## src/rtl/fetch_pkg.sv

```systemverilog
package fetch_pkg;

    localparam int XLEN           = 32;
    localparam int LINE_BITS      = 256;
    localparam int BEAT_BITS      = 64;
    localparam int BEATS_PER_LINE = LINE_BITS / BEAT_BITS;
    localparam int NUM_SETS       = 16;
    localparam int QUEUE_DEPTH    = 8;

    // derived address split
    localparam int OFFSET_BITS   = $clog2(LINE_BITS / 8);    // byte offset in a line
    localparam int INDEX_BITS    = $clog2(NUM_SETS);
    localparam int TAG_BITS      = XLEN - INDEX_BITS - OFFSET_BITS;
    localparam int BEAT_SEL_BITS = $clog2(BEATS_PER_LINE);
    localparam int QPTR_BITS     = $clog2(QUEUE_DEPTH);

    localparam logic [XLEN-1:0] RESET_PC = 32'h0000_1000;

    typedef struct packed {
        logic [XLEN-1:0] pc;
        logic [XLEN-1:0] instr;
    } fetch_pkt_t;

endpackage

```

## src/rtl/fetch_ifs.sv

```systemverilog


// icache to line deserializer, one fill in flight
interface fill_if import fetch_pkg::*; ();

    logic                 read;
    logic [XLEN-1:0]      addr;    // line aligned
    logic                 resp;
    logic [LINE_BITS-1:0] line;

    modport cache (output read, output addr, input resp, input line);
    modport mem (input read, input addr, output resp, output line);

endinterface


```

## src/rtl/line_deserializer.sv

```systemverilog
`timescale 1ns/1ps

module line_deserializer
    import fetch_pkg::*;
(
    input  logic                 clk,
    input  logic                 rst,
    fill_if.mem                  fill,
    output logic [XLEN-1:0]      bmem_addr_o,
    output logic                 bmem_read_o,
    input  logic                 bmem_ready_i,
    input  logic [XLEN-1:0]      bmem_raddr_i,
    input  logic [BEAT_BITS-1:0] bmem_rdata_i,
    input  logic                 bmem_rvalid_i
);

    typedef enum logic [1:0] {
        S_IDLE,
        S_ISSUE,
        S_COLLECT
    } state_t;

    state_t                   state;
    logic [XLEN-1:0]          line_addr;
    logic [LINE_BITS-1:0]     line_q;
    logic [BEAT_SEL_BITS-1:0] beat_cnt;
    logic [BEAT_SEL_BITS-1:0] slot;
    logic                     beat_ok;
    logic                     resp_q;

    assign slot    = bmem_raddr_i[OFFSET_BITS-1 -: BEAT_SEL_BITS];
    // stray beats from another line are dropped
    assign beat_ok = (state == S_COLLECT) && bmem_rvalid_i
                     && (bmem_raddr_i[XLEN-1:OFFSET_BITS] == line_addr[XLEN-1:OFFSET_BITS]);

    assign bmem_read_o = (state == S_ISSUE) && bmem_ready_i;
    assign bmem_addr_o = line_addr;

    always_ff @(posedge clk) begin
        if (rst) begin
            state    <= S_IDLE;
            beat_cnt <= '0;
            resp_q   <= 1'b0;
        end else begin
            resp_q <= 1'b0;
            case (state)
                S_IDLE: begin
                    beat_cnt <= '0;
                    if (fill.read) begin
                        state <= S_ISSUE;
                    end
                end
                S_ISSUE: begin
                    if (bmem_ready_i) begin
                        state <= S_COLLECT;
                    end
                end
                S_COLLECT: begin
                    if (beat_ok) begin
                        beat_cnt <= beat_cnt + 1'b1;
                        if (beat_cnt == BEAT_SEL_BITS'(BEATS_PER_LINE - 1)) begin
                            resp_q <= 1'b1;    // last beat in
                            state  <= S_IDLE;
                        end
                    end
                end
                default: state <= S_IDLE;
            endcase
        end
    end

    always_ff @(posedge clk) begin
        if (state == S_IDLE && fill.read) begin
            line_addr <= fill.addr;
        end
        if (beat_ok) begin
            line_q[slot*BEAT_BITS +: BEAT_BITS] <= bmem_rdata_i;
        end
    end

    assign fill.resp = resp_q;
    assign fill.line = line_q;

endmodule

```

## src/flat_wrapper.sv

```systemverilog
// flat-port wrapper written by rule: the top's interface ports become plain ports
module line_deserializer_flat import fetch_pkg::*;
  (clk, rst, bmem_addr_o, bmem_read_o, bmem_ready_i, bmem_raddr_i, bmem_rdata_i, bmem_rvalid_i, fill_read, fill_addr, fill_resp, fill_line);
  fill_if fill_i ();
  input  logic clk;
  input  logic rst;
  output logic [XLEN-1:0] bmem_addr_o;
  output logic bmem_read_o;
  input  logic bmem_ready_i;
  input  logic [XLEN-1:0] bmem_raddr_i;
  input  logic [BEAT_BITS-1:0] bmem_rdata_i;
  input  logic bmem_rvalid_i;
  input wire logic [$bits(fill_i.read)-1:0] fill_read;
  input wire logic [$bits(fill_i.addr)-1:0] fill_addr;
  output wire logic [$bits(fill_i.resp)-1:0] fill_resp;
  output wire logic [$bits(fill_i.line)-1:0] fill_line;
  assign fill_i.read = fill_read;
  assign fill_i.addr = fill_addr;
  assign fill_resp = fill_i.resp;
  assign fill_line = fill_i.line;
  line_deserializer u_core (.clk(clk), .rst(rst), .fill(fill_i), .bmem_addr_o(bmem_addr_o), .bmem_read_o(bmem_read_o), .bmem_ready_i(bmem_ready_i), .bmem_raddr_i(bmem_raddr_i), .bmem_rdata_i(bmem_rdata_i), .bmem_rvalid_i(bmem_rvalid_i));
endmodule
```

## config.mk

```make
export PLATFORM = sky130hd
export DESIGN_NAME = line_deserializer_flat
export DESIGN_NICKNAME = d
export VERILOG_FILES = /design/src/rtl/fetch_pkg.sv /design/src/rtl/fetch_ifs.sv /design/src/rtl/line_deserializer.sv /design/src/flat_wrapper.sv
export SDC_FILE = /design/constraint.sdc
export NUM_CORES = 1
export LEC_CHECK = 0
export ABC_AREA = 1
export BUFFER_PORTS_ARGS = -buffer_cell sky130_fd_sc_hd__buf_2
export CORE_AREA = 2 2 163 165
export DETAILED_ROUTE_END_ITERATION = 8
export DIE_AREA = 0 0 165 167
export MAX_ROUTING_LAYER = met4
export PLACE_DENSITY_LB_ADDON = 0.12
export SETUP_SLACK_MARGIN = 0.5
export SYNTH_ARGS = -nofsm -noshare
export SYNTH_HDL_FRONTEND = slang
export SYNTH_SLANG_ARGS = --single-unit
```

## constraint.sdc

```tcl
create_clock -name clk -period 10.8 [get_ports clk]
set_input_delay 2.16 -clock clk [delete_from_list [all_inputs] [get_ports clk]]
set_output_delay 2.16 -clock clk [all_outputs]
set_load 0.02 [all_outputs]
```

==> impl_summary.txt <==
----------------------------------------------------
[Placed design]
  Number of buffers added on ports ... 419
  Worst-case setup slack after placement ... 5520 ps
  Routability Congestion ... 0.803
  DPL Wire Length ... 21400 um
  Standard cell area after detailed placement ... 13700 um^2

[Cells and area]
  Final Instance Area ... 14600 um^2
  Layout overhead on the synthesized area ... 30.2%
  Final net count ... 1419
  Share of layout cells above drive strength 1 ... 36.9%
  Fill cells ... 2256

[Global routing]
  Global-route wire length before repair ... 47100 um
  Initial antenna violation count ... 2
  Vias in the first global route ... 7928
  GRT Overall Usage ... 23.5%
  Maximum number of pins on one net before global-route repair ... 65
  Sum of overflow across all layers after global routing ... 0

[Timing]
  Setup total negative slack ... 0 ps
  Rel. slew slack ... 30.7%
  Highest clock rate ... 0.207 GHz
  Slew at the pin closest to its max-slew limit ... 1040 ps
  Final-report setup violation count ... 0
  Hold WS ... 496 ps
  Final Max Tran Viols ... 0
  Max Clock Skew ... 11.8 ps
  Final Cycle Share ... 44.7%
  RSZ-0062 raised after global routing ... no
  Shortest period the worst path allows ... 4830 ps
  Final Hold Violating Endpoints ... 0
  Setup slack of the critical path after layout ... 5970 ps

[CTS]
  Resized Gates After CTS ... 0
  TritonCTS clock tree ... done
  Number of post-CTS setup repair buffers ... 0
  Sinks on the clock net ... 293
  Root Buffer ... sky130_fd_sc_hd__clkbuf_16
  Post-CTS Hold Buffers ... 0
  Number of buffers between clock root and the deepest sink ... 3
  Htree depth ... 1
  Clock transition at the register clock pins on the worst setup and hold paths after CTS ... 60 ps
  Total CTS buffers ... 31
  Latest clock arrival within the worst-skew pair ... 560 ps

[Yosys]
  Count of unique library cells instantiated by Yosys ... 18
  Synthesis-stage register bit count ... 293
  Summed instance area of the synthesized netlist ... 11200 um^2
  Number of nets produced by synthesis ... 995
  Post-Synthesis Cells ... 856
  Share of synthesized area occupied by flip-flops and latches ... 77.9%
  Number of warnings reported in the yosys synthesis log ... 0
  Syn avg cell area ... 13.1 um^2

[Worst setup path]
  Most common cell on crit path ... sky130_fd_sc_hd__buf_2
  Slowest stage delay, CP ... 220 ps
  Worst Path Arrival ... 2670 ps
  Type of element capturing the critical path ... output pin
  R2R Setup Slk ... 7700 ps
  Crit path kind ... in -> out
  Required time at the worst-slack endpoint ... 8640 ps
  Largest fanout on the critical path ... 2
  Family with the most delay on the worst path ... buffers and inverters
  Buf/Inv on CP ... 3
  Type of element launching the critical path ... primary input
  Library cell contributing the largest single delay on the critical path ... sky130_fd_sc_hd__buf_2
  Critical-path cell list ... buf_2 > inv_1 > nor3_1 > buf_2

[Routing]
  Total via count in the routed design ... 7874
  DRT Wirelength ... 31800 um
  Length of the first detailed-routing pass in iterations ... 5
  Via-per-instance ratio ... 4.81
  Count of unresolved DRC violations after routing ... 0
  Average detailed-routed wire length per instance ... 19.4 um
  Starting DRC count in detailed routing ... 643
  ANT nets after route ... 0

[Die]
  Total Die Area ... 27600 um^2
  Row cnt ... 59
  Number of I/O pins ... 423
  Chip Width ... 165 um
  Die height ... 167 um
  Core region area ... 25800 um^2
  Effective utilization at floorplan ... 43.6%

[Power]
  VDD IR max ... 114 uV
  Final Power ... 2.40 mW
  Power per Cell Area ... 164 nW/um^2
  Leakage ... 5.84 nW

[Hold path]
  Min-delay worst type ... reg -> reg

[Status]
  Result of the run ... complete, no violations

[Job]
  Maximum Capacitance Violations ... 0

----------------------------------------------------
synthesized netlist by cell type (all sizes together):
cell type  number  share of area (%)
and2            4               0.22
edfxtp        288                 77
nor2          173                5.9
dfxtp           5               0.89
inv           115                3.8
nand2          81                2.8
buf            26                1.1
clkbuf         12               0.40
a21oi           4               0.18
nor3          115                5.1
xnor2          19                1.5
nand4           2               0.11
nand3           6               0.27
ha              6               0.67
cell families after synthesis:
kind of cell | synth area share, %
and+or+nand+nor | 14.3
AOI/OAI and AO/OA | 0.178
buffers and inverters | 5.38
xor gates and xnor gates | 1.48
DFF | 77.9
adders and majority gates | 0.669
where the power goes:
group | internal [mW] | total (mW) | switching, mW
registers | 1.26 | 1.26 | 0.00631
clock network | 0.554 | 0.980 | 0.427
logic | 0.0505 | 0.159 | 0.108
total | 1.86 | 2.40 | 0.541
worst min-delay path: stages (launching register included):
cell	delay, ps
sky130_fd_sc_hd__dfxtp_1	310
sky130_fd_sc_hd__nand3_1	80
sky130_fd_sc_hd__a21oi_1	60
area by class of cell:
type	instances	area [um^2]	share of cell area, %
clock inverter	10	90.1	0.616
inverter	115	432	2.95
multi-input combinational	410	1930	13.2
antenna	2	5.00	0.0342
tap	335	419	2.87
sequential	293	8750	59.9
clock buffer	44	825	5.64
timing repair buffer	429	2170	14.9
flip-flops by register name, summed over array words and instances, names as in the netlist:
| signal | count |
|---|---|
| u_core.fill.resp | 1 |
| u_core.state | 2 |
| u_core.bmem_addr_o | 32 |
| u_core.fill.line | 256 |
| u_core.beat_cnt | 2 |
worst paths after layout:
| check | start | to | depth (start not counted) |
|---|---|---|---|
| setup / recovery | bmem_ready_i | bmem_read_o | 4 |
| hold / removal | u_core.beat_cnt[1]$_SDFFE_PP0P_ | u_core.beat_cnt[1]$_SDFFE_PP0P_ | 2 |
| setup reg to reg | u_core.bmem_addr_o[14]$_DFFE_PP_ | u_core.fill.line[196]$_DFFE_PP_ | 8 |
| hold reg to reg | u_core.beat_cnt[1]$_SDFFE_PP0P_ | u_core.beat_cnt[1]$_SDFFE_PP0P_ | 2 |
stage by stage:
step | std cells | util, %
5_1_grt | 1638 | 56.7
3_3_place_gp | 1582 | 53.2
6_report | 1638 | 56.7
2_1_floorplan | 856 | -
4_1_cts | 1636 | 56.7
3_5_place_dp | 1582 | 53.2
placed cells by master, fill, tap and decap left out, types with 4 or more instances in the layout:
cell	n
sky130_fd_sc_hd__nand3_1	5
sky130_fd_sc_hd__ha_1	5
sky130_fd_sc_hd__inv_1	113
sky130_fd_sc_hd__buf_4	10
sky130_fd_sc_hd__nand2_1	77
sky130_fd_sc_hd__nor2_4	4
sky130_fd_sc_hd__nor2_1	166
sky130_fd_sc_hd__clkinv_1	5
sky130_fd_sc_hd__dfxtp_1	5
sky130_fd_sc_hd__and2_1	4
sky130_fd_sc_hd__buf_2	419
sky130_fd_sc_hd__clkbuf_16	31
sky130_fd_sc_hd__clkbuf_1	13
sky130_fd_sc_hd__a21oi_1	4
sky130_fd_sc_hd__xnor2_1	19
sky130_fd_sc_hd__nor3_1	115
sky130_fd_sc_hd__edfxtp_1	288
metal layers:
metal	global-route usage (%)	vias up	part of all wire [%]	wire, um
met5	-	-	0	0
li1	-	3733	-	-
met1	27.8	3710	38	12100
met3	6.45	66	9.4	2990
met2	38.5	365	49	15600
met4	8.05	0	3.5	1110
Note: power is estimated with default switching activity, not from simulation.
