===== config.mk =====
export PLATFORM = sky130hd
export DESIGN_NAME = instr_queue_flat
export DESIGN_NICKNAME = d
export VERILOG_FILES = /design/src/rtl/fetch_pkg.sv /design/src/rtl/fetch_ifs.sv /design/src/rtl/instr_queue.sv /design/src/flat_wrapper.sv
export SDC_FILE = /design/constraint.sdc
export NUM_CORES = 1
export LEC_CHECK = 0
export BUFFER_PORTS_ARGS = -buffer_cell sky130_fd_sc_hd__buf_2
export CORE_MARGIN = 2
export CORE_UTILIZATION = 33
export CTS_CLUSTER_DIAMETER = 50
export DETAILED_ROUTE_END_ITERATION = 10
export SYNTH_ARGS = -nofsm -noshare
export SYNTH_HDL_FRONTEND = slang
export SYNTH_SLANG_ARGS = --single-unit

===== constraint.sdc =====
create_clock -name clk -period 8.19 [get_ports clk]
set_input_delay 1.638 -clock clk [delete_from_list [all_inputs] [get_ports clk]]
set_output_delay 1.638 -clock clk [all_outputs]
set_load 0.005 [all_outputs]

===== src/rtl/fetch_pkg.sv =====
package fetch_pkg;

    localparam int XLEN           = 32;
    localparam int LINE_BITS      = 256;
    localparam int BEAT_BITS      = 64;
    localparam int BEATS_PER_LINE = LINE_BITS / BEAT_BITS;
    localparam int NUM_SETS       = 16;
    localparam int QUEUE_DEPTH    = 8;

    // derived address split
    localparam int OFFSET_BITS   = $clog2(LINE_BITS / 8);    // byte offset in a line
    localparam int INDEX_BITS    = $clog2(NUM_SETS);
    localparam int TAG_BITS      = XLEN - INDEX_BITS - OFFSET_BITS;
    localparam int BEAT_SEL_BITS = $clog2(BEATS_PER_LINE);
    localparam int QPTR_BITS     = $clog2(QUEUE_DEPTH);

    localparam logic [XLEN-1:0] RESET_PC = 32'h0000_1000;

    typedef struct packed {
        logic [XLEN-1:0] pc;
        logic [XLEN-1:0] instr;
    } fetch_pkt_t;

endpackage


===== src/rtl/fetch_ifs.sv =====


// fetch unit to instruction queue
interface enq_if import fetch_pkg::*; ();

    logic       enq;
    fetch_pkt_t pkt;
    logic       flush;    // wins over enq
    logic       full;

    modport producer (output enq, output pkt, output flush, input full);
    modport consumer (input enq, input pkt, input flush, output full);

endinterface


===== src/rtl/instr_queue.sv =====
`timescale 1ns/1ps

module instr_queue
    import fetch_pkg::*;
(
    input  logic       clk,
    input  logic       rst,
    enq_if.consumer    queue,
    output logic       instr_valid_o,
    output fetch_pkt_t instr_pkt_o,
    input  logic       instr_ready_i
);

    fetch_pkt_t           mem [QUEUE_DEPTH];
    logic [QPTR_BITS-1:0] wr_ptr;
    logic [QPTR_BITS-1:0] rd_ptr;
    logic [QPTR_BITS:0]   count;
    logic                 push;
    logic                 pop;

    assign queue.full    = (count == (QPTR_BITS + 1)'(QUEUE_DEPTH));
    assign instr_valid_o = (count != '0);
    assign instr_pkt_o   = mem[rd_ptr];

    assign push = queue.enq && !queue.full && !queue.flush;
    assign pop  = instr_valid_o && instr_ready_i;

    always_ff @(posedge clk) begin
        if (rst || queue.flush) begin
            wr_ptr <= '0;
            rd_ptr <= '0;
            count  <= '0;
        end else begin
            if (push) begin
                wr_ptr <= wr_ptr + 1'b1;    // wraps, depth is a power of two
            end
            if (pop) begin
                rd_ptr <= rd_ptr + 1'b1;
            end
            count <= count + (QPTR_BITS + 1)'(push) - (QPTR_BITS + 1)'(pop);
        end
    end

    always_ff @(posedge clk) begin
        if (push) begin
            mem[wr_ptr] <= queue.pkt;
        end
    end

endmodule


===== src/flat_wrapper.sv =====
// flat-port wrapper written by rule: the top's interface ports become plain ports
module instr_queue_flat import fetch_pkg::*;
  (clk, rst, instr_valid_o, instr_pkt_o, instr_ready_i, queue_enq, queue_pkt, queue_flush, queue_full);
  enq_if queue_i ();
  input  logic clk;
  input  logic rst;
  output logic instr_valid_o;
  output fetch_pkt_t instr_pkt_o;
  input  logic instr_ready_i;
  input wire logic [$bits(queue_i.enq)-1:0] queue_enq;
  input wire logic [$bits(queue_i.pkt)-1:0] queue_pkt;
  input wire logic [$bits(queue_i.flush)-1:0] queue_flush;
  output wire logic [$bits(queue_i.full)-1:0] queue_full;
  assign queue_i.enq = queue_enq;
  assign queue_i.pkt = queue_pkt;
  assign queue_i.flush = queue_flush;
  assign queue_full = queue_i.full;
  instr_queue u_core (.clk(clk), .rst(rst), .queue(queue_i), .instr_valid_o(instr_valid_o), .instr_pkt_o(instr_pkt_o), .instr_ready_i(instr_ready_i));
endmodule

==> out/qor.yml, run 1 <==
clk-insertion-delay-late_ps: 600
fmax_ghz: 0.195
start_kind: "flop"
clockBufferDepth: 3
vias_per_cell: 4.85
wl_per_cell_um: 22.1
grt_pass1_vias: 9719
die-area_um2: 62300
status: "finished, final reports clean"
dr_total_vias: 8893
start_util: 0.332
route.detailed.drc: 0
power.leakage_nw: 7.40
critPathMaxStageDelay_ps: 970
worstSetupPathType: "reg -> out"
rows: 90
wirelength_um: 40500
synth.avg_cell_area_um2: 24.2
yosysMostFrequentCell: "edfxtp_1"
grt_util_met2: 0.214
rsz0062_at_grt: "false"
gr-usage-met3: 0.0314
peakVddDrop_mv: 0.156
synth_edf_count: 512
clkSinkCount: 525
yosys.area.top_type: "edfxtp_1"
finClkSkew_ps: 17.0
endpoint_kind: "output port"
globalplace.congestion: 0.681
drt_iter0_drc: 604
coreArea_um2: 60000
path_clk_slew_ps: 60
grt_first_pass_wirelength_um: 60900
switching_power_mw: 1.29
switching_share: 0.214
boundaryPins: 135
yosys-top-cells-count: "edfxtp_1 (512), mux4_2 (128), mux2_2 (64)"
p_int_mw: 4.75
cts_buffers: 60
finalCritPeriodShare: 0.625
mappedNetlistNets: 900
synth-main-ff-cell: "edfxtp_1"
yosysWarnings: 0
holdCritPathClass: "reg -> reg"
cp.arrival_ps: 3480
finalSetupViolations: 0
tightest_slew_ps: 1080
relSlewSlack: 0.279
final_cells: 1835
crit_path_top_delay_cell: "dfxtp_4"
ctsRootBufferMaster: "clkbuf_16"
fin_crit_ps: 5120
p_comb_frac: 0.068
maxSlewViolCount: 0
ys_seq_area_frac: 0.785
io_buffers: 134
detailed_place_hpwl_um: 21200
syn2layout_area_growth_pct: 18.0
grt_remaining_overflow: 0
cts_tree: "yes"
synth_cell_types: 29
cp.required_ps: 6550
grt_max_degree: 69
grt_use_met1: 0.172
chipWidth_um: 250
cts_setup_buffers: 0
fin_setup_tns_ps: 0
p_clk_frac: 0.429
layout-drive-gt1-share: 0.429
firstDrtPassIters: 4
synth.area.top_cells: "edfxtp_1 (77%), mux4_2 (14%), mux2_2 (3.6%)"
htreeDepth: 2
postRouteAntennaNets: 0
gr-usage-all-layers: 0.131
synth_area_um2: 19900
antenna_found_initial: 6
p_per_area_nw_per_um2: 257
die_h_um: 250
finalHoldViolations: 0
max_cap_violations: 0
hold_buffers: 0
synth_top_area_share: 0.772
finalNetCount: 1078
seqPwrFrac: 0.504
grt_busiest_layer: "met2"
post_cts_resized: 0
worstPathMaxFanout: 68
worstPathCellList: "buf_4 > mux4_2 > mux2_2 > buf_2"
ys_ff_latch: 525
dp.cells: 1720
synthCells: 822
synthArstFlopShare: 0
-- stage by stage --
| step | cell area (um^2) | hold WS [ps] | total power [mW] | setup WS [ps] | util |
|---|---|---|---|---|---|
| floorplan | 19900 | 450 | 3.33 | 923 | - |
| global placement | 21600 | 478 | 3.51 | 3600 | 0.359 |
| detailed placement | 21600 | 484 | 3.52 | 3610 | 0.359 |
| CTS | 23500 | 493 | 6.13 | 2960 | 0.392 |
| global route | 23500 | 523 | 6.26 | 2880 | 0.392 |
| finish | 23500 | 488 | 6.04 | 3070 | 0.392 |
-- metal layers --
layer / vias up / share of wire
li1: 3866 / -
met3: 58 / 0.053
met1: 4775 / 0.44
met5: - / 0.0014
met4: 10 / 0.019
met2: 184 / 0.49
-- power by group through the flow --
| stage | clock (mW) | combinational [mW] | sequential [mW] |
|---|---|---|---|
| after floorplan | 0 | 0.245 | 3.08 |
| after global placement | 0 | 0.412 | 3.10 |
| after detailed placement | 0 | 0.420 | 3.10 |
| after CTS | 2.66 | 0.422 | 3.05 |
| after global routing | 2.76 | 0.453 | 3.05 |
| final | 2.59 | 0.410 | 3.04 |
-- final cells by class --
class	instances	area, um^2
Fill cell	5310	36500
Sequential cell	525	15600
Multi-Input combinational cell	250	4060
Clock buffer	73	1570
Tap cell	782	978
Timing Repair Buffer	154	833
Clock inverter	39	378
Inverter	9	33.8
Antenna cell	3	7.51
-- cell families (layout without fill, tap and decap cells) --
group,count (synthesis),in the layout,share of synthesized area
muxes,195,195,0.182
DFF,525,525,0.785
xor gates and xnor gates,1,1,0.000440
and+or+nand+nor,36,36,0.00949
adders and majority gates,9,9,0.00603
other,0,3,0
AOI/OAI and AO/OA,9,9,0.00264
buffers and inverters,47,275,0.0139
-- cell usage in the layout, fill, tap and decap left out, drive strengths merged, types with 8 or more instances in the layout --
cell type    n
buf        154
clkbuf      73
clkinv      26
dfxtp       13
edfxtp     512
ha           8
inv         16
mux2        64
mux4       128
nand2        8
nor2         8
-- flip-flops by register name, indices dropped and copies added, names as in the netlist, named ones only --
name           count
u_core.mem       512
u_core.count       4
u_core.rd_ptr      3
u_core.wr_ptr      3
-- worst max-delay path: cells and delay by family, from the launching register on --
kind | cells | cell delay, ps
flops | 1 | 970
buf+inv | 2 | 1100
mux | 2 | 730
-- path summary, 6_finish.rpt --
check | end | slack (ps) | startpoint | depth (start not counted)
worst min register to register | flop | 490 | u_core.rd_ptr[1]$_SDFFE_PP0P_ | 2
worst max register to register | u_core.mem[0][30]$_DFFE_PP_ | 5020 | u_core.count[2]$_SDFF_PP0_ | 8
worst min-delay path | flop | 490 | u_core.rd_ptr[1]$_SDFFE_PP0P_ | 2
worst max-delay path | instr_pkt_o[43] | 3070 | flop | 4
Note: power is estimated with default switching activity, not from simulation.
==> run 2, diff against run 1 <==
clock period = 4.32 ns   (was 8.19 ns; I/O delays follow)
==> run 2 against run 1 <==
Effect of this change: routed wire length down 2.7%; register-to-register slack worse by 3300 ps; final cell count down 0.49%; non-clock buffer count up 3; sequential power up 90%; clock skew down 1.8 ps; critical path type unchanged; largest cell class unchanged.
==> out/qor.yml, run 2 (synthesized netlist as in run 1, its figures left out) <==
grt_remaining_overflow: 0  # unchanged
wirelength_um: 39400  # -2.7%
seqPwrFrac: 0.509  # +0.005
chipWidth_um: 250  # unchanged
reg2reg_depth: 11  # +3
tightest_slew_ps: 758  # -323 ps
start_kind: "flop"
whs_ps: 475  # -13.1 ps
max_cap_violations: 0  # unchanged
min_from: "u_core.rd_ptr[2]$_SDFFE_PP0P_"
die-area_um2: 62300  # unchanged
layout_commonest_cell: "edfxtp_1"
maxSlewViolCount: 0  # unchanged
layout-drive-gt1-share: 0.425  # -0.00343
globalplace.congestion: 0.705  # +3.5%
status: "finished, final reports clean"
vias_per_cell: 4.83  # -0.32%
finalSetupViolations: 0  # unchanged
clockBufferDepth: 3  # unchanged
place_ws_ps: 1230  # -2380 ps
start_util: 0.332  # unchanged
r2r_start: "u_core.count[2]$_SDFF_PP0_"
crit_path_top_delay_cell: "dfxtp_4"
drt_iter0_drc: 637  # +5.5%
detailed_place_hpwl_um: 21500  # +1.4%
power.leakage_nw: 7.39  # about the same
p_per_area_nw_per_um2: 481  # +87%
reg.largest.list: "u_core.mem x512, u_core.count x4"
cts_buffers: 56  # -6.7%
rrSetupSlack_ps: 1710  # -3310 ps
antenna_found_initial: 6  # unchanged
path_clk_slew_ps: 60  # about the same
switching_power_mw: 2.37  # +83%
critPathMaxStageDelay_ps: 840  # -130 ps
p_clk_frac: 0.422  # -0.007
finalNetCount: 1077  # -0.093%
ctsRootBufferMaster: "clkbuf_16"
dr_total_vias: 8821  # -0.81%
fin_setup_tns_ps: 0  # unchanged
crit_buf_inv: 2  # unchanged
multiInputGateArea_um2: 4070  # +0.31%
clk-insertion-delay-late_ps: 590  # about the same
coreArea_um2: 60000  # unchanged
fmax_ghz: 0.278
setup_ws_ps: 727  # -2340 ps
holdPathStages: 2  # unchanged
grt_first_pass_wirelength_um: 59600  # -2.2%
finalCritPeriodShare: 0.832
finClkSkew_ps: 15.2  # -1.81 ps
cp.required_ps: 3460  # -3090 ps
final_cell_mix: "edfxtp_1 (512), buf_2 (134), mux4_2 (128)"
clkSinkCount: 525  # unchanged
route.detailed.drc: 0  # unchanged
hold_buffers: 0  # unchanged
worstPathMaxFanout: 34  # -50%
htreeDepth: 2  # unchanged
grt_max_degree: 65  # -5.8%
grt_pass1_vias: 9565  # -1.6%
gr-usage-all-layers: 0.126  # -0.00446
total_power_mw: 11.4  # +88%
io_buffers: 134  # unchanged
wl_per_cell_um: 21.6  # -2.2%
largest_register_ffs: 512  # unchanged
p_int_mw: 8.99  # +89%
switching_share: 0.208  # -0.00552
firstDrtPassIters: 7  # +3
crit_family: "flip-flops"
regArea_um2: 15600  # unchanged
cp.arrival_ps: 2730  # -750 ps
worstSetupPathType: "reg -> out"
worstPathCellList: "buf_4 > mux4_2 > mux2_2 > buf_2"
relSlewSlack: 0.494  # +0.215
syn2layout_area_growth_pct: 18.6
postRouteAntennaNets: 0  # unchanged
rows: 90  # unchanged
holdCritPathClass: "reg -> reg"
rsz0062_at_grt: "false"
fin_crit_ps: 3590
largest-register: "u_core.mem"
fill_cells: 5266  # -0.83%
peakVddDrop_mv: 0.266  # +71%
finalHoldViolations: 0  # unchanged
post_cts_resized: 0  # unchanged
cts_setup_buffers: 0  # unchanged
p_comb_frac: 0.069  # about the same
die_h_um: 250  # unchanged
boundaryPins: 135  # unchanged
endpoint_kind: "output port"
cts_tree: "yes"
rr_endpoint: "u_core.count[2]$_SDFF_PP0_"
-- run 2: worst max path at each step --
stage | endpoint | cells past startpoint | slack (ps) | start
after CTS | instr_pkt_o[17] | 4 | 600 | flop
final | instr_pkt_o[17] | 4 | 730 | flop
after global placement | instr_pkt_o[17] | 4 | 1230 | flop
after floorplan | u_core.mem[2][0]$_DFFE_PP_ | 3 | -440 | queue_flush
after detailed placement | instr_pkt_o[17] | 4 | 1230 | flop
after global routing | instr_pkt_o[18] | 4 | 510 | flop
-- run 2: per-layer routing --
| layer | GRT usage | routed length [um] | up-vias | share of wire |
|---|---|---|---|---|
| met2 | 0.209 | 19500 | 191 | 0.50 |
| met3 | 0.0326 | 2120 | 65 | 0.054 |
| met4 | 0.0363 | 836 | 10 | 0.021 |
| met1 | 0.164 | 16900 | 4701 | 0.43 |
| met5 | 0 | 56 | - | 0.0014 |
| li1 | - | - | 3854 | - |
-- run 2: per-stage QoR --
| step | util | std cells | area (um^2) |
|---|---|---|---|
| floorplan | - | 822 | 19900 |
| detailed placement | 0.363 | 1723 | 21800 |
| finish | 0.394 | 1826 | 23600 |
| CTS | 0.394 | 1824 | 23600 |
| global placement | 0.363 | 1723 | 21800 |
| global route | 0.394 | 1825 | 23600 |
-- run 2: worst register-to-register path: cells and delay by family, from the launching register on --
family	cells	cell delay [ps]
adder cells (fa/ha/maj)	4	1000
XOR/XNOR	1	150
buffers and inverters	3	200
flip-flops	1	290
AND/OR/NAND/NOR	3	870
-- run 2: power by group through the flow --
stage | sequential, mW | clock [mW] | combinational (mW)
detailed placement | 5.89 | 0 | 0.801
finish | 5.78 | 4.79 | 0.784
floorplan | 5.84 | 0 | 0.465
global route | 5.79 | 5.11 | 0.860
CTS | 5.78 | 4.92 | 0.806
global placement | 5.88 | 0 | 0.792
-- run 2: cell type report --
class / instances / share of cell area
tap: 782 / 0.0414
sequential: 525 / 0.662
clock inverter: 39 / 0.0176
clock buffer: 62 / 0.0612
antenna: 2 / 0.000212
timing repair buffer: 157 / 0.0436
multi-input combinational: 250 / 0.172
inverter: 9 / 0.00143
