**src/rtl/fetch_pkg.sv**
```systemverilog
package fetch_pkg;

    localparam int XLEN           = 32;
    localparam int LINE_BITS      = 256;
    localparam int BEAT_BITS      = 64;
    localparam int BEATS_PER_LINE = LINE_BITS / BEAT_BITS;
    localparam int NUM_SETS       = 16;
    localparam int QUEUE_DEPTH    = 8;

    // derived address split
    localparam int OFFSET_BITS   = $clog2(LINE_BITS / 8);    // byte offset in a line
    localparam int INDEX_BITS    = $clog2(NUM_SETS);
    localparam int TAG_BITS      = XLEN - INDEX_BITS - OFFSET_BITS;
    localparam int BEAT_SEL_BITS = $clog2(BEATS_PER_LINE);
    localparam int QPTR_BITS     = $clog2(QUEUE_DEPTH);

    localparam logic [XLEN-1:0] RESET_PC = 32'h0000_1000;

    typedef struct packed {
        logic [XLEN-1:0] pc;
        logic [XLEN-1:0] instr;
    } fetch_pkt_t;

endpackage

```
**src/rtl/fetch_ifs.sv**
```systemverilog
`timescale 1ns/1ps

// fetch unit to icache
interface icache_if import fetch_pkg::*; ();

    logic                 req;
    logic [XLEN-1:0]      addr;
    logic                 resp;
    logic [LINE_BITS-1:0] line;

    modport fetch (output req, output addr, input resp, input line);
    modport cache (input req, input addr, output resp, output line);

endinterface


// fetch unit to instruction queue
interface enq_if import fetch_pkg::*; ();

    logic       enq;
    fetch_pkt_t pkt;
    logic       flush;    // wins over enq
    logic       full;

    modport producer (output enq, output pkt, output flush, input full);
    modport consumer (input enq, input pkt, input flush, output full);

endinterface

```
**src/rtl/fetch_unit.sv**
```systemverilog
`timescale 1ns/1ps

module fetch_unit
    import fetch_pkg::*;
(
    input  logic            clk,
    input  logic            rst,
    input  logic            redirect_i,
    input  logic [XLEN-1:0] redirect_pc_i,
    icache_if.fetch         cache,
    enq_if.producer         queue
);

    logic [XLEN-1:0]             pc;
    logic [XLEN-1:0]             req_addr;
    logic                        req_q;
    logic                        discard;    // outstanding miss belongs to an old pc

    logic [LINE_BITS-1:0]        buf_line;
    logic [XLEN-OFFSET_BITS-1:0] buf_tag;
    logic                        buf_valid;

    logic                        buf_hit;
    logic                        keep_line;
    logic [XLEN-1:0]             cur_word;

    assign buf_hit   = buf_valid && (buf_tag == pc[XLEN-1:OFFSET_BITS]);
    assign keep_line = cache.resp && !discard;
    assign cur_word  = buf_line[pc[OFFSET_BITS-1:2]*XLEN +: XLEN];

    assign cache.req  = req_q;
    assign cache.addr = req_addr;

    // redirect flushes right away, no enqueue in that cycle
    assign queue.flush = redirect_i;
    assign queue.enq   = buf_hit && !queue.full && !redirect_i;
    assign queue.pkt   = '{pc: pc, instr: cur_word};

    always_ff @(posedge clk) begin
        if (rst) begin
            pc        <= RESET_PC;
            req_q     <= 1'b0;
            discard   <= 1'b0;
            buf_valid <= 1'b0;
        end else begin
            if (cache.resp) begin
                req_q   <= 1'b0;
                discard <= 1'b0;
            end
            if (keep_line) begin
                buf_valid <= 1'b1;
            end

            if (redirect_i) begin
                pc <= redirect_pc_i;
                if (req_q && !cache.resp) begin
                    discard <= 1'b1;    // let the old miss finish first
                end
            end else if (queue.enq) begin
                pc <= pc + XLEN'(4);
            end else if (!buf_hit && !req_q) begin
                req_q <= 1'b1;          // miss in line buffer
            end
        end
    end

    // request address follows pc until req goes up, then holds
    always_ff @(posedge clk) begin
        if (!req_q) begin
            req_addr <= pc;
        end
        if (keep_line) begin
            buf_line <= cache.line;
            buf_tag  <= req_addr[XLEN-1:OFFSET_BITS];
        end
    end

endmodule

```
**src/flat_wrapper.sv**
```systemverilog
// flat-port wrapper written by rule: the top's interface ports become plain ports
module fetch_unit_flat import fetch_pkg::*;
  (clk, rst, redirect_i, redirect_pc_i, cache_req, cache_addr, cache_resp, cache_line, queue_enq, queue_pkt, queue_flush, queue_full);
  icache_if cache_i ();
  enq_if queue_i ();
  input  logic clk;
  input  logic rst;
  input  logic redirect_i;
  input  logic [XLEN-1:0] redirect_pc_i;
  output wire logic [$bits(cache_i.req)-1:0] cache_req;
  output wire logic [$bits(cache_i.addr)-1:0] cache_addr;
  input wire logic [$bits(cache_i.resp)-1:0] cache_resp;
  input wire logic [$bits(cache_i.line)-1:0] cache_line;
  output wire logic [$bits(queue_i.enq)-1:0] queue_enq;
  output wire logic [$bits(queue_i.pkt)-1:0] queue_pkt;
  output wire logic [$bits(queue_i.flush)-1:0] queue_flush;
  input wire logic [$bits(queue_i.full)-1:0] queue_full;
  assign cache_req = cache_i.req;
  assign cache_addr = cache_i.addr;
  assign cache_i.resp = cache_resp;
  assign cache_i.line = cache_line;
  assign queue_enq = queue_i.enq;
  assign queue_pkt = queue_i.pkt;
  assign queue_flush = queue_i.flush;
  assign queue_i.full = queue_full;
  fetch_unit u_core (.clk(clk), .rst(rst), .redirect_i(redirect_i), .redirect_pc_i(redirect_pc_i), .cache(cache_i), .queue(queue_i));
endmodule
```
**config.mk**
```make
export PLATFORM = sky130hd
export DESIGN_NAME = fetch_unit_flat
export DESIGN_NICKNAME = d
export VERILOG_FILES = /design/src/rtl/fetch_pkg.sv /design/src/rtl/fetch_ifs.sv /design/src/rtl/fetch_unit.sv /design/src/flat_wrapper.sv
export SDC_FILE = /design/constraint.sdc
export NUM_CORES = 1
export LEC_CHECK = 0
export ABC_AREA = 1
export BUFFER_PORTS_ARGS = -buffer_cell sky130_fd_sc_hd__buf_2
export CAP_MARGIN = 15
export CORE_MARGIN = 2
export CORE_UTILIZATION = 48
export CTS_CLUSTER_SIZE = 12
export DETAILED_ROUTE_END_ITERATION = 16
export GPL_TIMING_DRIVEN = 0
export PLACE_DENSITY = 0.77
export SYNTH_ARGS = -nofsm -noshare
export SYNTH_HDL_FRONTEND = slang
export SYNTH_SLANG_ARGS = --single-unit
export TNS_END_PERCENT = 20
```
**constraint.sdc**
```tcl
create_clock -name clk -period 13.3 [get_ports clk]
set_input_delay 0 -clock clk [delete_from_list [all_inputs] [get_ports clk]]
set_output_delay 0 -clock clk [all_outputs]
set_load 0.01 [all_outputs]
```
==> reports/results.md, run 1 <==
• done — CTS tree
• 3.22 ns — Critical Path AT
• 10 — critical-path maximum fanout
• 24.06 µm — average wire length per cell after detail routing
• 9 — antenna violations before repair
• 3.224 ns — minimum clock period after layout
• 0.01732 mm² — total placed instance area
• 178.7 µm — vertical die dimension
• 49.2% — part of the total power dissipated in sequential elements
• 1933 — number of DRC markers after the initial detailed-route iteration
• 14.4% — Comb power frac
• 13.30 ns — required time worst endpoint
• 2 — CTS H-tree lvls
• 0.01465 mm² — netlist area before placement
• 707.4 µW — switching component of the power
• primary input to flop — Worst Hold Class
• 36.4% — clock share of power
• 0.02138 mm² — area of all placed cells without fillers
• 49.05% — Initial Util
• 350 — count of clock tree sinks
• 63 — floorplan row count
• 294 — hold-fix buffer count after cts
• 390 — Port Buffer Count
• 26.31% — switch share
• 0 — Hold Vio Cnt, Final
• 38 — maximum number of pins on one net before global-route repair
• buf_2 — most common cell after layout, fill and taps aside
• 1.982 mW — cell-internal power
• 1352 — count of mapped cells out of synthesis
• 64.55% — fraction of synthesized cell area taken by the top area cell type
• 14750 — overall via count from detail_route
• 60.29 mm — Detailed Route WL
• 0.06 ns — Clk pin slew, worst setup/hold paths
• 45.92% — Syn-to-layout area delta
• 0 — count of final setup violators
• 315 — count of flip-flops with a built-in enable after synthesis
• 3 — maximum count of clock buffers along a single path
• 10.84 µm² — Avg Inst Size Synth
• 2380 — final net count
• 0.03194 mm² — overall die area
• 24.24% — post-route clock period utilization
• 0 — post-CTS resize count
• 125.8 mW/mm² — Pwr per Cell Area
• 392 — Ports
• edfxtp_1 — post-synthesis cell type with the largest combined area
• 0.02987 mm² — Placeable Area
• 0 — final-report max-slew violation count
• 5.886 — Vias/cell
• 0 — Overflow after GRT
• 0 — synth warn
• 33.93 mm — hpwl dp
• 350 — number of register bits inferred by synthesis
• 6 — drt first pass iters
• flop — nature of the critical path startpoint
• flop to output port — Worst Setup Path Type
• 0.9348 — last weighted congestion value of the routability-driven placer
• 0 ns — setup TNS
• clkbuf_16 — root buffer cell
• 310.2 MHz — timing-limited maximum frequency
• false — RSZ-0062 raised after global routing
• 0.02145 ns — Hold Worst Slack
• 114.4 µV — worst supply voltage drop on vdd
• 0.54 ns — later-pin clock latency in the skew report
• 0 — Max-Cap Viols
• 0 — number of design rule violations left after detail routing
• 0 — number of buffers inserted to repair setup after CTS
• 69.33% — sequential share of the synthesized area
• 38 — clock buffer count from CTS
• 37.14% — Total Routing Usage GR
• 2.689 mW — Power Total
• 87.64 mm — first-pass GRT wire length
• 0 — number of routed nets with antenna violations
• 50.24% — remaining max-slew budget at the tightest pin
• 1646 — syn nets
• 0.03010 ns — worst-case clock skew
• output port — nature of the critical path endpoint
• 178.7 µm — Die Wd
• edfxtp_1, nor2_1, nand2_1 — biggest area contributors in the synthesized netlist
• edfxtp_1 — leading register cell type out of synthesis
• completed — outcome
• 14800 — vias in the first global route
• 0% — FFs w/ async S/R, synth
• 32 — number of distinct library cell variants in the gate-level netlist after synthesis
• buf_2, edfxtp_1, nor2_1, dlygate4sd3_1, nand2_1 — most frequent cells in the layout
• 0.7464 ns — worst-margin pin slew
• 24.09% — share of post-route cells with drive strength above 1
• 8.710 nW — static leakage
==> layer usage <==
| layer | GRT usage [%] | vias up | wire length (µm) |
|---|---|---|---|
| met5 | 0 | - | 13 |
| met1 | 43.34 | 6714 | 19870 |
| met4 | 24.90 | 2 | 4753 |
| met3 | 9.139 | 356 | 7098 |
| li1 | - | 6134 | - |
| met2 | 60.96 | 1544 | 28550 |
==> cell families (layout without fill, tap and decap cells) <==
| family | Yosys count | in the layout | synth area share, % |
|---|---|---|---|
| flip-flops | 350 | 350 | 69.33 |
| multiplexers | 1 | 1 | 0.06831 |
| AND/OR/NAND/NOR | 611 | 611 | 16.73 |
| adder cells (fa/ha/maj) | 1 | 1 | 0.08537 |
| buffers and inverters | 137 | 890 | 3.953 |
| AO/OA/AOI/OAI | 237 | 237 | 8.940 |
| other | 0 | 11 | 0 |
| XOR/XNOR | 15 | 15 | 0.8965 |
==> cell type report <==
cell class / instances / area [µm²]
inverters: 68 / 255.2
clock buffers: 45 / 998.5
well taps: 390 / 488.0
plain buffers: 69 / 324.1
fillers: 1798 / 8492
diodes: 11 / 27.53
clock inverters: 14 / 97.59
flip-flops and latches: 350 / 10160
repair buffers: 694 / 5110
multi-input cells: 865 / 3923
==> worst paths after layout <==
| kind | from | to | slack [ns] | cells past startpoint |
|---|---|---|---|---|
| min reg2reg | u_core.cache.addr[27] | u_core.buf_tag[22] | 0.43 | 0 |
| max reg2reg | u_core.pc[2] | u_core.pc[14] | 10.64 | 9 |
| max | u_core.pc[3] | queue_pkt[17] | 10.08 | 7 |
| min | redirect_i | u_core.pc[3] | 0.02 | 5 |
==> state kept, by name (all words and copies together) (netlist names) <==
register	flops
u_core.buf_line	256
u_core.buf_tag	27
u_core.buf_valid	1
u_core.cache.addr	32
u_core.cache.req	1
u_core.discard	1
u_core.pc	32
==> cells in the mapped netlist (13+ instances only) <==
cell type	number
clkbuf_1	48
dfxtp_1	35
o21ai_0	144
nand2_1	239
edfxtp_1	315
nor2_1	300
xor2_1	13
a21oi_1	16
a31oi_1	32
nand3_1	45
o22ai_1	32
inv_1	55
==> worst max-delay path: stages (launching register included) <==
cell,delay [ns]
dfxtp_1,0.53
clkbuf_1,0.53
clkbuf_1,0.48
o21ai_0,0.24
o22ai_1,0.25
nor2_1,0.07
a31oi_1,0.37
buf_2,0.22
==> stage by stage <==
stage | setup WS, ns | instances | utilization [%]
after detailed placement | 10.84 | 2142 | 57.96
final | 10.08 | 2506 | 71.58
after CTS | 10.28 | 2495 | 71.48
after global placement | -3.904 | 2132 | 57.22
after global routing | 9.988 | 2502 | 71.54
after floorplan | 0.3725 | 1352 | -
==> power by group through the flow <==
stage	registers (mW)	clock network (mW)	logic [mW]
floorplan	1.35	0	0.134
global placement	1.36	0	0.265
detailed placement	1.34	0	0.280
CTS	1.32	0.955	0.352
global route	1.33	1.02	0.405
finish	1.32	0.980	0.386
Note: power is estimated with default switching activity, not from simulation.
==> run 2: changes to the inputs <==
- ABC_AREA: 1 -> 0
- CORE_UTILIZATION: 48 -> 52
- PLACE_DENSITY: 0.77 -> 0.8
- clock period: 13.3 -> 3.3 ns (I/O delays scaled with it)
==> reports/results.md, run 2 <==
• completed — outcome
• 0 — number of routed nets with antenna violations
• 0.51 ns — later-pin clock latency in the skew report
• 1008 — syn nets
• 7.847 nW — static leakage
• 32.24% — Total Routing Usage GR
• 1153 — number of DRC markers after the initial detailed-route iteration
• 3.15 ns — Critical Path AT
• 0.02744 mm² — overall die area
• 0.64 ns — Worst path max stage delay
• flop — nature of the critical path startpoint
• 0.2151 ns — Worst Setup Slack post-DPL
• 714 — count of mapped cells out of synthesis
• 390 — Port Buffer Count
• 529.3 mW/mm² — Pwr per Cell Area
• 11082 — vias in the first global route
• clkbuf_1 > clkbuf_1 > mux4_2 > mux2_2 > buf_2 — cells traversed along the worst timing path
• 392 — Ports
• 8 — antenna violations before repair
• 47 — number of distinct library cell variants in the gate-level netlist after synthesis
• buf_2 — most common cell after layout, fill and taps aside
• 256 — max reg flops
• 0 — synth warn
• 0 — Max-Cap Viols
• 0.02360 ns — worst-case clock skew
• 0% — FFs w/ async S/R, synth
• 350 — count of clock tree sinks
• 0.01016 mm² — FF/Latch Area
• 69.60% — fraction of synthesized cell area taken by the top area cell type
• clkbuf_1 — CP dominant cell by count
• 10 — critical-path maximum fanout
• 10386 — overall via count from detail_route
• 3 — maximum count of clock buffers along a single path
• 3.150 ns — minimum clock period after layout
• 74.76% — sequential share of the synthesized area
• false — RSZ-0062 raised after global routing
• 52.60% — Initial Util
• 27.54% — remaining max-slew budget at the tightest pin
• 1.079 ns — worst-margin pin slew
• 25.05 µm — average wire length per cell after detail routing
• 350 — number of register bits inferred by synthesis
• 0.06 ns — Clk pin slew, worst setup/hold paths
• 37 — clock buffer count from CTS
• buf_2, edfxtp_1, dlygate4sd3_1, mux4_2, clkbuf_16 — most frequent cells in the layout
• 45.16 mm — Detailed Route WL
• edfxtp_1 — most frequently used cell type in the post-synthesis netlist
• 5 — drt first pass iters
• 0 — final-report max-slew violation count
• 19.03 µm² — Avg Inst Size Synth
• 39 — maximum number of pins on one net before global-route repair
• done — CTS tree
• 0 — number of design rule violations left after detail routing
• 470.3 µV — worst supply voltage drop on vdd
• edfxtp_1 — post-synthesis cell type with the largest combined area
• 0.01359 mm² — netlist area before placement
• 0.1502 ns — worst setup margin
• 0.003251 mm² — area used by multi-input combinational logic
• output port — nature of the critical path endpoint
• edfxtp_1, mux4_2, dfxtp_1, nor2_1, mux2_2 — commonest cells in the netlist
• 24.24 mm — hpwl dp
• edfxtp_1, mux4_2, dfxtp_1 — biggest area contributors in the synthesized netlist
• clkbuf_16 — root buffer cell
• 38.15% — share of post-route cells with drive strength above 1
• 317.5 MHz — timing-limited maximum frequency
• 0.8812 — last weighted congestion value of the routability-driven placer
• 1345 — number of inserted filler cells in the final layout
• 165.7 µm — Die Wd
• 315 — count of flip-flops with a built-in enable after synthesis
• 0.02584 mm² — Placeable Area
• 5.760 — Vias/cell
• 95.45% — post-route clock period utilization
• 0 — Overflow after GRT
• 59 — floorplan row count
• 0 — Hold Vio Cnt, Final
• 0 — count of final setup violators
• 0.1098 ns — Hold Worst Slack
• 49.10% — Syn-to-layout area delta
• 66.79 mm — first-pass GRT wire length
• primary input to flop — Worst Hold Class
• clkbuf_1 — Slowest cell on crit path
• u_core.buf_line — register ranked first by flip-flop count
• 165.7 µm — vertical die dimension
• 1737 — final net count
• edfxtp_1 — leading register cell type out of synthesis
• 78.43% — final standard cell utilization of the core
• flop to output port — Worst Setup Path Type
• 3.30 ns — required time worst endpoint
• 2 — CTS H-tree lvls
run 2: what timing repair did:
item / CTS / global route
resized for setup: 11 / 4
setup endpoints to repair: 32 / 1
hold endpoints to repair: 290 / 0
setup buffers: 0 / 0
pin swaps: 0 / 0
hold buffers: 291 / 0
run 2: cells by family (layout without fill, tap and decap cells):
family          count (synthesis)  in the layout  share of synthesized area [%]
mux                           101            101                          13.63
buf+inv                        47            793                          1.436
fa+ha+maj                       1              1                        0.09205
flops                         350            350                          74.76
simple gates                  121            121                          4.594
other cells                     0              8                              0
compound gates                 57             57                          3.057
xor+xnor                       37             37                          2.440
run 2: worst max-delay path, delay by kind of cell, from the launching register on:
family,cells,cell delay [ns]
mux,2,0.77
buf+inv,3,1.39
flops,1,0.47
run 2: worst paths after layout:
kind	to	slack, ns	start	cells after the start
setup reg to reg	u_core.pc[7]	0.26	u_core.pc[23]	8
hold reg to reg	u_core.buf_tag[25]	0.44	u_core.cache.addr[30]	0
hold / removal	u_core.pc[10]	0.11	rst	3
setup / recovery	queue_pkt[24]	0.15	u_core.pc[3]	5
run 2: per-layer routing:
metal / up-vias / share of wire [%] / track usage [%]
met3: 133 / 8.6 / 6.452
met4: 0 / 4.8 / 14.44
li1: 4367 / - / -
met2: 769 / 52 / 56.59
met1: 5117 / 35 / 38.75
met5: - / 0 / 0
run 2: power by group:
group	internal, mW	leakage (nW)	switching, mW	total (mW)
Combinational	0.724	3.90	0.607	1.33
Clock	2.38	0.547	1.68	4.06
Sequential	5.17	3.41	0.165	5.33
Total	8.27	7.85	2.46	10.7
run 2: through the flow:
step	TNS, ns	cells	total power [mW]	instance area [µm²]
4_1_cts	0	1795	10.55	20230
2_1_floorplan	-462.46	714	5.878	13600
3_3_place_gp	-844.14	1439	6.326	15970
3_5_place_dp	0	1448	6.364	16160
6_report	0	1803	10.73	20260
5_1_grt	0	1803	10.99	20260
run 2: area by class of cell:
class	instances	share of cell area, %
flip-flops and latches	350	50.16
repair buffers	690	24.93
multi-input cells	317	16.04
clock buffers	46	4.785
well taps	335	2.069
plain buffers	37	0.9694
clock inverters	10	0.7595
inverters	10	0.1852
diodes	8	0.09880
==> run 3: changes to the inputs <==
- HOLD_SLACK_MARGIN: not set -> 0.12
==> reports/results.md, run 3 (same netlist as run 2, synthesis figures left out) <==
• 3.67 ns — Critical Path AT
• 1332 — number of inserted filler cells in the final layout
• 32.31% — Total Routing Usage GR
• 165.7 µm — vertical die dimension
• 256 — max reg flops
• flop — nature of the critical path startpoint
• 59 — floorplan row count
• 469.7 µV — worst supply voltage drop on vdd
• 10436 — overall via count from detail_route
• 1.097 ns — worst-margin pin slew
• 0 — final-report max-slew violation count
• primary input to flop — Worst Hold Class
• 26.28% — remaining max-slew budget at the tightest pin
• completed — outcome
• 0 — number of design rule violations left after detail routing
• 45.41 mm — Detailed Route WL
• 528.5 mW/mm² — Pwr per Cell Area
• 0.02326 ns — worst-case clock skew
• 0 — number of routed nets with antenna violations
• flop to flop — Worst Setup Path Type
• 11132 — vias in the first global route
• flop — nature of the critical path endpoint
• cache_line[127] — hold wc startpoint
• 0 — Overflow after GRT
• 39 — maximum number of pins on one net before global-route repair
• 5 — drt first pass iters
• 0 — Hold Vio Cnt, Final
• 25.09 µm — average wire length per cell after detail routing
• 8 — antenna violations before repair
• 0.51 ns — later-pin clock latency in the skew report
• 1810 — Cell Count, Final, Fillers Out
• 3.227 ns — minimum clock period after layout
• 0 — count of final setup violators
• u_core.pc[23] — crit path launch
• 165.7 µm — Die Wd
• 0.02744 mm² — overall die area
• 66.94 mm — first-pass GRT wire length
• 0 — number of buffers inserted to repair setup after CTS
• false — RSZ-0062 raised after global routing
• 37 — clock buffer count from CTS
• 3 — maximum count of clock buffers along a single path
• 97.80% — post-route clock period utilization
• 2 — CTS H-tree lvls
• buf_2, edfxtp_1, dlygate4sd3_1, mux4_2, clkbuf_16 — most frequent cells in the layout
• 8.274 mW — cell-internal power
• 22.97% — switch share
• 2.468 mW — switching component of the power
• u_core.pc[23] — worst reg2reg path startpoint
• buf_2 — most common cell after layout, fill and taps aside
• 390 — Port Buffer Count
• clkbuf_16 — root buffer cell
• 52.60% — Initial Util
• 0.02584 mm² — Placeable Area
• 350 — count of clock tree sinks
• 1448 — placed cell count
• done — CTS tree
• 24.24 mm — hpwl dp
• 7.867 nW — static leakage
• 392 — Ports
• 0.8812 — last weighted congestion value of the routability-driven placer
• 0.06 ns — Clk pin slew, worst setup/hold paths
• 0 — Max-Cap Viols
• 0.1978 ns — Hold Worst Slack
• 49.6% — part of the total power dissipated in sequential elements
• u_core.buf_line — register ranked first by flip-flop count
• 37.9% — clock share of power
• 0.01016 mm² — FF/Latch Area
• 10 — critical-path maximum fanout
• 49.56% — Syn-to-layout area delta
• 5.766 — Vias/cell
• 12.5% — Comb power frac
• 1743 — final net count
• 37.99% — share of post-route cells with drive strength above 1
• 3.75 ns — required time worst endpoint
• 0.003251 mm² — area used by multi-input combinational logic
• 1123 — number of DRC markers after the initial detailed-route iteration
• 309.8 MHz — timing-limited maximum frequency
-- run 3: cell types whose count changed in the layout (fill, tap and decap cells not counted), sizes merged --
cell | previous run | this run
diode | 8 | 9
dlygate4sd3 | 291 | 297
-- run 3: power groups by stage --
stage / clock network, mW / logic, mW / registers (mW)
after floorplan: 0 / 0.479 / 5.40
after global placement: 0 / 0.921 / 5.41
after detailed placement: 0 / 0.974 / 5.39
after CTS: 3.99 / 1.27 / 5.30
after global routing: 4.25 / 1.40 / 5.35
final: 4.07 / 1.34 / 5.33
-- run 3: final timing paths --
| kind | end | slack, ns | cells after the start |
|---|---|---|---|
| worst max-delay path | u_core.pc[12] | 0.07 | 9 |
| worst min-delay path | u_core.buf_line[127] | 0.20 | 2 |
| worst max register to register | u_core.pc[12] | 0.07 | 9 |
| worst min register to register | u_core.buf_tag[25] | 0.44 | 0 |
-- run 3: cell type report --
cell class	count	area share [%]
diodes	9	0.1108
well taps	335	2.062
repair buffers	696	25.15
plain buffers	37	0.9665
flip-flops and latches	350	50.00
clock buffers	46	4.771
inverters	10	0.1847
clock inverters	10	0.7572
multi-input cells	317	15.99
-- run 3: repair_timing --
item,in CTS,in global routing
hold buffers,297,0
hold endpoints to repair,311,0
resized for setup,11,5
gates cloned,0,0
setup endpoints to repair,32,3
-- run 3: worst max-delay path: stages, from the launching register on --
cell and delay, ns:
dfxtp_1 0.55, xnor2_1 0.17, nand3_1 0.11, or4_4 0.56, or2_1 0.29, buf_6 0.15, clkbuf_1 0.25, o21ai_0 0.28
o311a_1 0.24, dlygate4sd3_1 0.56
-- run 3: routing by layer --
| metal | wire length (µm) | track usage [%] | part of all wire (%) | vias up |
|---|---|---|---|---|
| li1 | - | - | - | 4374 |
| met2 | 23420 | 56.59 | 52 | 774 |
| met5 | 0 | 0 | 0 | - |
| met3 | 3901 | 6.667 | 8.6 | 141 |
| met4 | 2264 | 14.67 | 5.0 | 0 |
| met1 | 15820 | 38.71 | 35 | 5147 |
-- run 3: metrics by stage --
step	TNS [ns]	cell area (µm²)	power, mW	worst slack, ns	utilization, %
2_1_floorplan	-462.46	13600	5.878	-1.629	-
3_3_place_gp	-844.14	15970	6.326	-3.004	61.81
3_5_place_dp	0	16160	6.364	0.2151	62.54
4_1_cts	0	20290	10.56	0.1569	78.54
5_1_grt	0	20330	11.00	0.02074	78.67
6_report	0	20330	10.74	0.07252	78.67
